## src/verilog/isa_pkg.sv

```systemverilog
// isa_pkg
// RISC-V integer ALU subset: word types, R/I field layouts,
// opcode and funct codes, and the internal ALU operation encoding
package isa_pkg;

	// data path width and register count
	localparam int xlen     = 32;
	localparam int num_regs = 32;

	typedef logic [xlen-1:0] word_t;
	typedef logic [4:0]      reg_idx_t;

	// register-register layout
	typedef struct packed {
		logic [6:0] funct7;
		reg_idx_t   rs2;
		reg_idx_t   rs1;
		logic [2:0] funct3;
		reg_idx_t   rd;
		logic [6:0] opcode;
	} r_type_t;

	// register-immediate layout, imm sits where funct7/rs2 are
	typedef struct packed {
		logic [11:0] imm;
		reg_idx_t    rs1;
		logic [2:0]  funct3;
		reg_idx_t    rd;
		logic [6:0]  opcode;
	} i_type_t;

	// one instruction word, viewed by opcode as either form
	typedef union packed {
		r_type_t r;
		i_type_t i;
	} inst_u;

	// major opcodes
	localparam logic [6:0] op_reg = 7'b0110011;
	localparam logic [6:0] op_imm = 7'b0010011;

	// funct3, shared by both forms
	localparam logic [2:0] f3_add_sub = 3'b000;
	localparam logic [2:0] f3_xor     = 3'b100;
	localparam logic [2:0] f3_or      = 3'b110;
	localparam logic [2:0] f3_and     = 3'b111;

	// funct7, register form only
	localparam logic [6:0] f7_base = 7'b0000000;
	localparam logic [6:0] f7_sub  = 7'b0100000;

	typedef enum logic [3:0] {
		alu_add = 4'd0,
		alu_sub = 4'd1,
		alu_and = 4'd2,
		alu_or  = 4'd3,
		alu_xor = 4'd4
	} alu_op_e;

endpackage

```

## src/verilog/core_pkg.sv

```systemverilog
// core_pkg
// sizes of the out-of-order core and the renamed operand format
// shared by issue, the reservation stations and the dispatch bundle
package core_pkg;

	// reservation-station entries, also the tag space
	localparam int num_entries = 4;
	localparam int tag_bits    = $clog2(num_entries);

	// tag = entry number, since there is no ROB
	typedef logic [tag_bits-1:0] tag_t;

	// one source operand after renaming
	//   pending = 1 : value is not yet known, wait for tag on the CDB
	//   pending = 0 : value holds the operand
	typedef struct packed {
		logic          pending;
		tag_t          tag;
		isa_pkg::word_t value;
	} operand_t;

endpackage

```

## src/verilog/rs_dispatch_if.sv

```systemverilog
// rs_dispatch_if
// one renamed instruction from the issue unit to the entry array;
// only the entry named by target loads it
`timescale 1ns/10ps

interface rs_dispatch_if;

	logic               valid;
	core_pkg::tag_t     target;
	isa_pkg::alu_op_e   alu_op;
	core_pkg::operand_t src1;
	core_pkg::operand_t src2;

	// issue side
	modport source (
		output valid, target, alu_op, src1, src2
	);

	// entry side
	modport sink (
		input valid, target, alu_op, src1, src2
	);

endinterface

```

## src/verilog/issue_unit.sv

```systemverilog
// issue_unit
// decodes one instruction per cycle, renames its sources through the
// map table, picks the lowest free entry and dispatches into it;
// also owns the register file and retires CDB results into it
`timescale 1ns/10ps

module issue_unit (
	input  logic                               clock,
	input  logic                               reset,
	input  logic                               issue_valid,
	input  isa_pkg::inst_u                     issue_inst,
	output logic                               issue_stall,
	input  logic [core_pkg::num_entries-1:0]   busy,
	input  logic                               cdb_valid,
	input  core_pkg::tag_t                     cdb_tag,
	input  isa_pkg::word_t                     cdb_value,
	input  isa_pkg::reg_idx_t                  read_idx,
	output isa_pkg::word_t                     read_data,
	output logic                               wb_valid,
	output isa_pkg::reg_idx_t                  wb_rd,
	output isa_pkg::word_t                     wb_data,
	rs_dispatch_if.source                      dsp
);

	// architectural state
	isa_pkg::word_t regs [isa_pkg::num_regs];
	core_pkg::tag_t map_tag [isa_pkg::num_regs];
	logic [isa_pkg::num_regs-1:0] map_pending;

	isa_pkg::alu_op_e dec_op;
	logic dec_ok;
	logic use_imm;
	isa_pkg::word_t imm_ext;
	core_pkg::operand_t rd1;
	core_pkg::operand_t rd2;
	core_pkg::tag_t free_idx;
	logic fire;
	logic wb_hit;
	isa_pkg::reg_idx_t wb_idx;

	// source read with same-cycle CDB bypass
	function automatic core_pkg::operand_t read_operand(
		logic pend, core_pkg::tag_t tag, isa_pkg::word_t value,
		logic bus_valid, core_pkg::tag_t bus_tag, isa_pkg::word_t bus_value);
		core_pkg::operand_t op;
		op.pending = pend;
		op.tag     = tag;
		op.value   = value;
		if (pend && bus_valid && bus_tag == tag) begin
			op.pending = 1'b0;
			op.value   = bus_value;
		end
		return op;
	endfunction

	////////////////////////////////////////
	// decode
	////////////////////////////////////////

	always_comb begin
		dec_ok  = 1'b0;
		dec_op  = isa_pkg::alu_add;
		use_imm = 1'b0;
		case (issue_inst.r.opcode)
			isa_pkg::op_reg: begin
				// funct7 is the base code except for SUB
				case (issue_inst.r.funct3)
					isa_pkg::f3_add_sub: begin
						dec_ok = issue_inst.r.funct7 == isa_pkg::f7_base ||
							issue_inst.r.funct7 == isa_pkg::f7_sub;
						dec_op = (issue_inst.r.funct7 == isa_pkg::f7_sub) ?
							isa_pkg::alu_sub : isa_pkg::alu_add;
					end
					isa_pkg::f3_xor: begin
						dec_ok = issue_inst.r.funct7 == isa_pkg::f7_base;
						dec_op = isa_pkg::alu_xor;
					end
					isa_pkg::f3_or: begin
						dec_ok = issue_inst.r.funct7 == isa_pkg::f7_base;
						dec_op = isa_pkg::alu_or;
					end
					isa_pkg::f3_and: begin
						dec_ok = issue_inst.r.funct7 == isa_pkg::f7_base;
						dec_op = isa_pkg::alu_and;
					end
					default: dec_ok = 1'b0;
				endcase
			end
			isa_pkg::op_imm: begin
				use_imm = 1'b1;
				// funct3 000 is ADDI since there is no SUBI
				case (issue_inst.i.funct3)
					isa_pkg::f3_add_sub: begin
						dec_ok = 1'b1;
						dec_op = isa_pkg::alu_add;
					end
					isa_pkg::f3_xor: begin
						dec_ok = 1'b1;
						dec_op = isa_pkg::alu_xor;
					end
					isa_pkg::f3_or: begin
						dec_ok = 1'b1;
						dec_op = isa_pkg::alu_or;
					end
					isa_pkg::f3_and: begin
						dec_ok = 1'b1;
						dec_op = isa_pkg::alu_and;
					end
					default: dec_ok = 1'b0;
				endcase
			end
			default: dec_ok = 1'b0;
		endcase
	end

	assign imm_ext = {{(isa_pkg::xlen-12){issue_inst.i.imm[11]}}, issue_inst.i.imm};

	// rename both sources
	assign rd1 = read_operand(map_pending[issue_inst.r.rs1], map_tag[issue_inst.r.rs1],
		regs[issue_inst.r.rs1], cdb_valid, cdb_tag, cdb_value);
	assign rd2 = read_operand(map_pending[issue_inst.r.rs2], map_tag[issue_inst.r.rs2],
		regs[issue_inst.r.rs2], cdb_valid, cdb_tag, cdb_value);

	////////////////////////////////////////
	// entry choice and dispatch
	////////////////////////////////////////

	// lowest free entry wins with a top-down scan
	always_comb begin
		free_idx = '0;
		for (int i = core_pkg::num_entries - 1; i >= 0; i--) begin
			if (!busy[i])
				free_idx = core_pkg::tag_t'(i);
		end
	end

	assign issue_stall = &busy;
	// unknown words are taken and dropped
	assign fire = issue_valid && !issue_stall && dec_ok;

	assign dsp.valid  = fire;
	assign dsp.target = free_idx;
	assign dsp.alu_op = dec_op;
	assign dsp.src1   = rd1;
	assign dsp.src2   = use_imm ?
		core_pkg::operand_t'{pending: 1'b0, tag: '0, value: imm_ext} : rd2;

	////////////////////////////////////////
	// result retire and map update
	////////////////////////////////////////

	// at most one register can still name the broadcast tag
	always_comb begin
		wb_hit = 1'b0;
		wb_idx = '0;
		for (int r = 1; r < isa_pkg::num_regs; r++) begin
			if (cdb_valid && map_pending[r] && map_tag[r] == cdb_tag) begin
				wb_hit = 1'b1;
				wb_idx = isa_pkg::reg_idx_t'(r);
			end
		end
	end

	assign wb_valid = wb_hit;
	assign wb_rd    = wb_idx;
	assign wb_data  = cdb_value;

	always_ff @(posedge clock) begin
		if (reset) begin
			map_pending <= '0;
			for (int r = 0; r < isa_pkg::num_regs; r++) begin
				regs[r]    <= '0;
				map_tag[r] <= '0;
			end
		end else begin
			if (wb_hit) begin
				regs[wb_idx]        <= cdb_value;
				map_pending[wb_idx] <= 1'b0;
			end
			// later assignment lets a new rename beat a retiring result
			if (fire && issue_inst.r.rd != '0) begin
				map_pending[issue_inst.r.rd] <= 1'b1;
				map_tag[issue_inst.r.rd]     <= free_idx;
			end
		end
	end

	// x0 is never written and stays zero
	assign read_data = regs[read_idx];

	// dispatch target must be a free entry
	assert property (@(posedge clock) disable iff (reset) dsp.valid |-> !busy[dsp.target])
		else $error("dispatch to busy entry %0d", dsp.target);

	// x0 never renamed
	assert property (@(posedge clock) disable iff (reset) !map_pending[0])
		else $error("x0 holds a tag");

endmodule

```

## src/verilog/rs_entry.sv

```systemverilog
// rs_entry
// one reservation-station entry: holds a dispatched instruction,
// snoops the CDB for its pending operands and frees on grant
`timescale 1ns/10ps

module rs_entry (
	input  logic             clock,
	input  logic             reset,
	input  core_pkg::tag_t   index,
	rs_dispatch_if.sink      dsp,
	input  logic             cdb_valid,
	input  core_pkg::tag_t   cdb_tag,
	input  isa_pkg::word_t   cdb_value,
	input  logic             grant,
	output logic             busy,
	output logic             ready,
	output isa_pkg::alu_op_e alu_op,
	output isa_pkg::word_t   value1,
	output isa_pkg::word_t   value2
);

	logic busy_q;
	isa_pkg::alu_op_e op_q;
	core_pkg::operand_t src1_q;
	core_pkg::operand_t src2_q;
	logic load;

	// capture a result for a waiting operand
	function automatic core_pkg::operand_t snoop(core_pkg::operand_t op,
		logic bus_valid, core_pkg::tag_t bus_tag, isa_pkg::word_t bus_value);
		core_pkg::operand_t res;
		res = op;
		if (op.pending && bus_valid && op.tag == bus_tag) begin
			res.pending = 1'b0;
			res.value   = bus_value;
		end
		return res;
	endfunction

	assign load = dsp.valid && dsp.target == index;

	// control bit
	always_ff @(posedge clock) begin
		if (reset)
			busy_q <= 1'b0;
		else if (load)
			busy_q <= 1'b1;
		else if (grant)
			busy_q <= 1'b0;
	end

	// payload, bus match seen at its own edge
	always_ff @(posedge clock) begin
		if (load) begin
			op_q   <= dsp.alu_op;
			src1_q <= dsp.src1;
			src2_q <= dsp.src2;
		end else if (busy_q) begin
			src1_q <= snoop(src1_q, cdb_valid, cdb_tag, cdb_value);
			src2_q <= snoop(src2_q, cdb_valid, cdb_tag, cdb_value);
		end
	end

	assign busy   = busy_q;
	assign ready  = busy_q && !src1_q.pending && !src2_q.pending;
	assign alu_op = op_q;
	assign value1 = src1_q.value;
	assign value2 = src2_q.value;

	// issue must only target a free entry
	assert property (@(posedge clock) disable iff (reset) load |-> !busy_q)
		else $error("dispatch into busy entry %0d", index);

	// selector must respect readiness
	assert property (@(posedge clock) disable iff (reset) grant |-> ready)
		else $error("grant to entry %0d while not ready", index);

endmodule

```

## src/verilog/alu_writeback.sv

```systemverilog
// alu_writeback
// picks the lowest ready entry, runs it through the single ALU and
// registers the tag and result onto the common data bus
`timescale 1ns/10ps

module alu_writeback (
	input  logic                             clock,
	input  logic                             reset,
	input  logic [core_pkg::num_entries-1:0] ready,
	input  isa_pkg::alu_op_e                 alu_op [core_pkg::num_entries],
	input  isa_pkg::word_t                   value1 [core_pkg::num_entries],
	input  isa_pkg::word_t                   value2 [core_pkg::num_entries],
	output logic [core_pkg::num_entries-1:0] grant,
	output logic                             cdb_valid,
	output core_pkg::tag_t                   cdb_tag,
	output isa_pkg::word_t                   cdb_value
);

	core_pkg::tag_t sel;
	logic any_ready;
	isa_pkg::word_t op_a;
	isa_pkg::word_t op_b;
	isa_pkg::word_t result;

	// fixed priority with lowest index first
	always_comb begin
		sel       = '0;
		any_ready = 1'b0;
		for (int i = core_pkg::num_entries - 1; i >= 0; i--) begin
			if (ready[i]) begin
				sel       = core_pkg::tag_t'(i);
				any_ready = 1'b1;
			end
		end
	end

	// one-hot of sel or empty when nothing is ready
	always_comb begin
		grant = '0;
		if (any_ready)
			grant[sel] = 1'b1;
	end

	assign op_a = value1[sel];
	assign op_b = value2[sel];

	// single-cycle ALU
	always_comb begin
		case (alu_op[sel])
			isa_pkg::alu_add: result = op_a + op_b;
			isa_pkg::alu_sub: result = op_a - op_b;
			isa_pkg::alu_and: result = op_a & op_b;
			isa_pkg::alu_or:  result = op_a | op_b;
			isa_pkg::alu_xor: result = op_a ^ op_b;
			default:          result = '0;
		endcase
	end

	// bus strobe
	always_ff @(posedge clock) begin
		if (reset)
			cdb_valid <= 1'b0;
		else
			cdb_valid <= any_ready;
	end

	// bus payload qualified by cdb_valid
	always_ff @(posedge clock) begin
		cdb_tag   <= sel;
		cdb_value <= result;
	end

	// grant is one-hot or zero and names the lowest ready entry
	assert property (@(posedge clock) disable iff (reset)
		$onehot0(grant) && grant == (ready & -ready))
		else $error("grant not the lowest ready entry");

endmodule

```

## src/verilog/tomasulo_core.sv

```systemverilog
// tomasulo_core
// top of the out-of-order ALU core: issue unit, the array of
// reservation-station entries and the ALU that drives the CDB
`timescale 1ns/10ps

module tomasulo_core (
	input  logic              clock,
	input  logic              reset,
	input  logic              issue_valid,
	input  logic [31:0]       issue_inst,
	output logic              issue_stall,
	input  isa_pkg::reg_idx_t read_idx,
	output isa_pkg::word_t    read_data,
	output logic              wb_valid,
	output isa_pkg::reg_idx_t wb_rd,
	output isa_pkg::word_t    wb_data
);

	// entry status and operands
	logic [core_pkg::num_entries-1:0] busy;
	logic [core_pkg::num_entries-1:0] ready;
	logic [core_pkg::num_entries-1:0] grant;
	isa_pkg::alu_op_e ent_op [core_pkg::num_entries];
	isa_pkg::word_t   ent_v1 [core_pkg::num_entries];
	isa_pkg::word_t   ent_v2 [core_pkg::num_entries];

	// common data bus
	logic           cdb_valid;
	core_pkg::tag_t cdb_tag;
	isa_pkg::word_t cdb_value;

	rs_dispatch_if dsp_if ();

	////////////////////////////////////////
	// issue
	////////////////////////////////////////

	issue_unit i_issue_unit (
		.clock       (clock),
		.reset       (reset),
		.issue_valid (issue_valid),
		.issue_inst  (isa_pkg::inst_u'(issue_inst)),
		.issue_stall (issue_stall),
		.busy        (busy),
		.cdb_valid   (cdb_valid),
		.cdb_tag     (cdb_tag),
		.cdb_value   (cdb_value),
		.read_idx    (read_idx),
		.read_data   (read_data),
		.wb_valid    (wb_valid),
		.wb_rd       (wb_rd),
		.wb_data     (wb_data),
		.dsp         (dsp_if.source)
	);

	////////////////////////////////////////
	// reservation stations
	////////////////////////////////////////

	for (genvar g = 0; g < core_pkg::num_entries; g++) begin : g_entry
		rs_entry i_rs_entry (
			.clock     (clock),
			.reset     (reset),
			.index     (core_pkg::tag_t'(g)),
			.dsp       (dsp_if.sink),
			.cdb_valid (cdb_valid),
			.cdb_tag   (cdb_tag),
			.cdb_value (cdb_value),
			.grant     (grant[g]),
			.busy      (busy[g]),
			.ready     (ready[g]),
			.alu_op    (ent_op[g]),
			.value1    (ent_v1[g]),
			.value2    (ent_v2[g])
		);
	end

	// execute and broadcast
	alu_writeback i_alu_writeback (
		.clock     (clock),
		.reset     (reset),
		.ready     (ready),
		.alu_op    (ent_op),
		.value1    (ent_v1),
		.value2    (ent_v2),
		.grant     (grant),
		.cdb_valid (cdb_valid),
		.cdb_tag   (cdb_tag),
		.cdb_value (cdb_value)
	);

endmodule

```

## config.mk

```make
export PLATFORM = sky130hd
export DESIGN_NAME = tomasulo_core
export DESIGN_NICKNAME = d
export VERILOG_FILES = /design/src/verilog/isa_pkg.sv /design/src/verilog/core_pkg.sv /design/src/verilog/rs_dispatch_if.sv /design/src/verilog/issue_unit.sv /design/src/verilog/rs_entry.sv /design/src/verilog/alu_writeback.sv /design/src/verilog/tomasulo_core.sv
export SDC_FILE = /design/constraint.sdc
export NUM_CORES = 2
export LEC_CHECK = 0
export BUFFER_PORTS_ARGS = -buffer_cell sky130_fd_sc_hd__buf_2
export CORE_MARGIN = 2
export CORE_UTILIZATION = 45
export CTS_BUF_LIST = sky130_fd_sc_hd__clkbuf_2 sky130_fd_sc_hd__clkbuf_4 sky130_fd_sc_hd__clkbuf_8
export CTS_CLUSTER_SIZE = 8
export DETAILED_ROUTE_END_ITERATION = 10
export GPL_ROUTABILITY_DRIVEN = 0
export GPL_TIMING_DRIVEN = 1
export PLACE_DENSITY = 0.69
export SYNTH_ARGS = -nofsm -noshare
export SYNTH_HDL_FRONTEND = slang
export SYNTH_SLANG_ARGS = --single-unit
```

## constraint.sdc

```tcl
create_clock -name clock -period 9.9 [get_ports clock]
set_input_delay 1.98 -clock clock [delete_from_list [all_inputs] [get_ports clock]]
set_output_delay 1.98 -clock clock [all_outputs]
set_load 0.05 [all_outputs]
```

Word level (Yosys, flattened, before mapping):

Memories as Yosys holds them, arrays and structs flattened.
Index checks and enable logic that the tools add are counted.

* $add $sub $neg: 2
* magnitude comparators: 9
* equality and inequality tests: 54
* mux-type cells: 165
* bitwise logic cells: 7
* reduce and logical (&&, ||, !) cells: 144

Operator list (count)
* two-way mux 35 bit: 17
* two-way mux 32 bit: 18
* case mux 32 bit (5 select lines): 1
* binary-select mux 32 bit (select 2 bit): 2
* logical AND 1 bit: 100
* two-way mux 5 bit: 18
* == test 2 bit: 41
* two-way mux 1 bit: 72
* bitwise AND 32 bit: 2
* OR 32 bit: 2
* two-way mux 4 bit: 11
* adder 32 bit: 1
* inverter 32 bit: 1
* nonzero test 2 bit: 16
* OR reduction 32 bit: 1
* subtractor 32 bit: 1
* bitwise XOR 32 bit: 1
* less-than comparator 5 x 6 -> 1 bit, second input constant: 4
* two-way mux 2 bit: 11
* case mux 4 bit (4 select lines): 1
* AND reduction 2 bit: 8
* == test 7 x 6 -> 1 bit, second input constant: 2
* two-way mux 3 bit: 4
* binary-select mux 1 bit (select 5 bit): 2
* other kinds (29): 44

* flip-flop bits (word level): 367
* memory bits (writable): 1088
* output and inout port bits: 71
* word-level logic and storage cells: 419
* memories kept: 2

Memory list
* i_issue_unit.regs: words 32, bits a word 32, read ports 3, clocked after Yosys merged registers in 0, write ports 32, RTL line issue_unit.sv:26 `isa_pkg::word_t regs [isa_pkg::num_regs];`
* i_issue_unit.map_tag: words 32, bits a word 2, read ports 33, clocked after Yosys merged registers in 0, write ports 32, RTL line issue_unit.sv:27 `core_pkg::tag_t map_tag [isa_pkg::num_regs];`

Depth between registers and ports, before layout:

An unclocked memory read counts as a cell.

* word-level depth: 44
* depth in mapped cells: 23
* gate-level depth less buffers: 21

Cells and area by module:

A second synthesis with hierarchy kept.

* cells, all modules: 6299
* area, all modules: 91072.3 µm²

By module, submodules not included
* issue_unit: instances 1, cells an instance 4488, area each 69624.3 µm², seq. area each 33311.9 µm²
* rs_entry: instances 4, cells an instance 231, area each 3698.5 µm², seq. area each 2242.2 µm²
* alu_writeback: instances 1, cells an instance 885, area each 6646.4 µm², seq. area each 700.7 µm²
* tomasulo_core: instances 1, cells an instance 2, area each 7.5 µm², seq. area each 0.0 µm²

Worst setup path before layout:

No wires, ideal clock.

* path kind: in2out
* from: input read_idx[0]
* to: output read_data[0]
* arrival time: 4.515 ns
* setup slack: 3.405 ns
* cell stages on the path: 6
* buffers on the path: 3
* cell sequence: clkbuf_1 -> buf_1 -> buf_1 -> mux4_2 -> mux4_2 -> mux2_2

* cells in the longest elaborated chain, start to end: 1

RTL lines
* start, declared: RTL line tomasulo_core.sv:12 `input isa_pkg::reg_idx_t read_idx,`
* memory read (32 x 32 bit)
* end, declared: RTL line tomasulo_core.sv:13 `output isa_pkg::word_t read_data,`

Every way passes these cells.

Worst setup path after layout:

* from: register i_alu_writeback.cdb_valid
* to: output wb_rd[0]

* cells in the longest elaborated chain, start to end: 33

RTL lines
* start, declared: RTL line alu_writeback.sv:14 `output logic cdb_valid,`
* start signal, assigned: RTL line alu_writeback.sv:64 `cdb_valid <= any_ready;`
* logical AND 1 bit (2 in series): RTL line issue_unit.sv:157 `if (cdb_valid && map_pending[r] && map_tag[r] == cdb_tag) begin`
* two-way mux 1 bit: RTL line issue_unit.sv:157
* two-way mux 2 bit (2 in series): RTL line issue_unit.sv:157
* two-way mux 3 bit (4 in series): RTL line issue_unit.sv:157
* two-way mux 4 bit (8 in series): RTL line issue_unit.sv:157
* two-way mux 5 bit (15 in series): RTL line issue_unit.sv:157
* two-way mux 5 bit *: RTL line issue_unit.sv:157
* end, declared: RTL line tomasulo_core.sv:15 `output isa_pkg::reg_idx_t wb_rd,`

Every way passes the cells marked *; elsewhere a longest branch is shown, timed or not.

==> run metrics <==
Area Overhead vs Synth 9.45%; I/O Pins ~110; post-synthesis sequential area ratio 0.496; Post-synth EDFFs 1380; Critical Path RT just under 8 ns; CP endpoint kind output pin; Buf/Inv on CP 4; Seq cells post-synth 1451; Net count, final roughly 6400; Pwr Total 14.0 mW; CTS max path bufs 3; crit start category register; TritonCTS buffer count roughly 240; hold_buf cts 0; die area roughly 0.20 sq mm; Mapped Area between 0.08 and 0.09 sq mm; hold_sp i_issue_unit.map_pending[20]$_SDFF_PP0_; Final Hold Fails 0; WP data arrival between 5 and 6 ns; power per cell area 148 mW/mm^2; critical path type register to output pin; reg2reg start i_alu_writeback.cdb_valid$_SDFF_PP0_; Levels on crit path 11; post-CTS sizing 0; max-cap viol count 0; final count of pins violating max slew 0; Starting Density 0.454; fin crit share 0.775; worst vdd ir 0.000112 V; setup ws final 2.22 ns; GRT Total Usage 0.321; Final min period between 7 and 8 ns; DRC Markers 0; Worst Hold Class register to register; initial drt markers 11100; dpl hpwl approximately 180000 um; R2R Path End i_issue_unit.regs[28][3]$_SDFFCE_PN0P_; skew final around 0.056 ns; filler cell count between 15000 and 20000; Critical Path Start i_alu_writeback.cdb_valid$_SDFF_PP0_; slew at the pin with the worst max-slew slack ~1.4 ns; CP top delay family buffers and inverters; Clk Latency, worst-skew pair around 1.0 ns; Async S/R FF share, synth 0; Setup TNS 0 ns; top cell type's share of synthesized area 0.479; synth top area cells edfxtp_1 48%, mux4_2 27%, nor2_1 3.4%, and2_1 2.9%, nand2_1 2.1%; crit-path max FO 36; Max-slew headroom 0.0293; ANT nets after route 0; Slowest cell on crit path dfxtp_1; Die X-Extent around 440 um; CTS H-tree lvls 4; Syn Area/Cell ~14 sq um; Core Box Area 0.191 sq mm; Leakage between 30 and 40 nW; post-CTS setup buffer count 0; share of cells above drive strength 1 0.284; largest net degree at the start of global routing about 100; Gate Count Post-Synth 6288; CTS sink count between 1000 and 1500; synth warn 0; CTS tree done; Synth area leader edfxtp_1; Placed Area 0.0899 sq mm; initial antenna violation count 22; fmax ~130 MHz; wire per inst around 35 um; worst path cell trace buf_4 -> nand2_1 -> nor3_1 -> a21oi_1 -> o21bai_1 -> a31o_2 -> a21oi_1 -> a21o_1 -> inv_2 -> buf_4 -> buf_2; Die Span Y 442 um; R2R Setup Slk ~2.4 ns; R2R cell count 13; Finished Cell Area 0.0947 sq mm; Via Count 63300; clk root buf clkbuf_8; Post-synth top flop edfxtp_1; IO buf count 110; Post-Route WL ~320000 um; Setup Viol. Count Final 0; Clock Pin Slew Worst Setup and Hold Paths ~0.06 ns; Vias/cell 7.05; status finished, final reports clean; worst slack, placed 2.86 ns; first-pass GRT wire length around 450000 um; Unique masters post-synth 83; DRT Pass-1 Iters 8; RSZ-0062 raised after global routing false; gr ovfl total 0; max incr delay on CP ~1.0 ns; CP Capture Point wb_rd[0]; vias in the first global route around 62000; Std-Cell Rows 160
## area by class of cell
cell class / count / area (sq um) / share of cell area
antenna: 26 / 65.1 / 0.000687
clock buffer: 317 / 3910 / 0.0413
clock inverter: 120 / 743 / 0.00785
inverter: 103 / 387 / 0.00408
multi-input combinational: 4164 / 41500 / 0.439
sequential: 1451 / 42900 / 0.453
tap: 2511 / 3140 / 0.0332
timing repair buffer: 283 / 2010 / 0.0212
## power breakdown
part           leakage (nW)  switching (mW)  internal (mW)
logic                  15.3           0.960          0.713
registers              14.6           0.124           6.85
clock network          2.45            2.64           2.71
total                  32.3            3.72           10.3
## cells in the final DEF, fill, tap and decap left out, types with 79 or more instances in the layout
master,Yosys,final
a21oi_1,133,131
and2_1,399,399
buf_2,73,95
buf_4,16,173
clkbuf_8,0,245
clkinv_1,1,81
edfxtp_1,1380,1380
ha_1,96,96
inv_1,99,99
mux4_2,1020,1020
nand2_1,490,490
nor2_1,787,773
o21ai_0,269,263
xnor2_1,79,79
## cells in the mapped netlist (67+ instances only)
| master | n |
|---|---|
| nor2_1 | 787 |
| and2_1 | 399 |
| mux4_2 | 1020 |
| buf_1 | 106 |
| dfxtp_1 | 71 |
| mux2i_1 | 67 |
| buf_2 | 73 |
| ha_1 | 96 |
| xnor2_1 | 79 |
| clkbuf_1 | 404 |
| edfxtp_1 | 1380 |
| and3_1 | 72 |
| a21oi_1 | 133 |
| nand2_1 | 490 |
| o21ai_0 | 269 |
| nand2b_1 | 76 |
| inv_1 | 99 |
## logic make-up (layout without fill, tap and decap cells)
kind of cell,after synthesis,in the layout,share of synthesized area
AOI/OAI and AO/OA,703,703,0.0501
xor gates and xnor gates,141,141,0.0143
adders and majority gates,97,97,0.0141
buffers and inverters,706,823,0.0327
DFF,1451,1451,0.496
muxes,1122,1122,0.278
other,1,60,0.0000434
and+or+nand+nor,2067,2067,0.115
## layer usage
metal	GRT usage	vias to the layer above	share of wire
met3	0.133	1242	0.18
met4	0.170	8	0.062
met5	0	-	0.00015
li1	-	24400	-
met2	0.471	6174	0.43
met1	0.405	31400	0.32
## metrics by stage
step | hold slack (ns) | std cells | utilization
floorplan | 0.451 | 6321 | -
global placement | 0.469 | 8512 | 0.472
detailed placement | 0.480 | 8512 | 0.472
CTS | 0.493 | 8949 | 0.496
global route | 0.510 | 8953 | 0.496
finish | 0.499 | 8975 | 0.497
## state kept, by name, indices dropped and copies added (netlist names)
| register | flops |
|---|---|
| g_entry.i_rs_entry.src2_q | 12 |
| g_entry.i_rs_entry.alu_op | 12 |
| i_alu_writeback.cdb_tag | 2 |
| g_entry.i_rs_entry.value1 | 128 |
| i_issue_unit.regs | 1024 |
| i_issue_unit.map_pending | 32 |
| i_issue_unit.map_tag | 64 |
| i_alu_writeback.cdb_valid | 1 |
| g_entry.i_rs_entry.src1_q | 12 |
| g_entry.i_rs_entry.value2 | 128 |
| i_alu_writeback.cdb_value | 32 |
| g_entry.i_rs_entry.busy | 4 |
## worst reg2reg max path, cell delays in order (launching register included)
cell     delay [ns]
dfxtp_1        1.02
buf_4          0.57
nand2_1        0.16
nor3_1         0.59
nor4_4         0.25
and2_1         0.29
nand4_1        0.15
nor2_1         0.17
nor2_4         1.06
buf_4          0.58
nand3_4        0.61
nor2_4         1.12
buf_4          0.57
and2_1         0.22
## how the worst min path moves through the flow
stage                                                          to  cells past startpoint
final                     i_issue_unit.map_pending[20]$_SDFF_PP0_                      2
after global routing       i_issue_unit.map_pending[0]$_SDFF_PP0_                      1
after CTS                  i_issue_unit.map_pending[0]$_SDFF_PP0_                      1
after detailed placement   i_issue_unit.map_pending[0]$_SDFF_PP0_                      1
after global placement     i_issue_unit.map_pending[0]$_SDFF_PP0_                      1
after floorplan            i_issue_unit.map_pending[0]$_SDFF_PP0_                      1
Power figures use the tool's default switching activity.
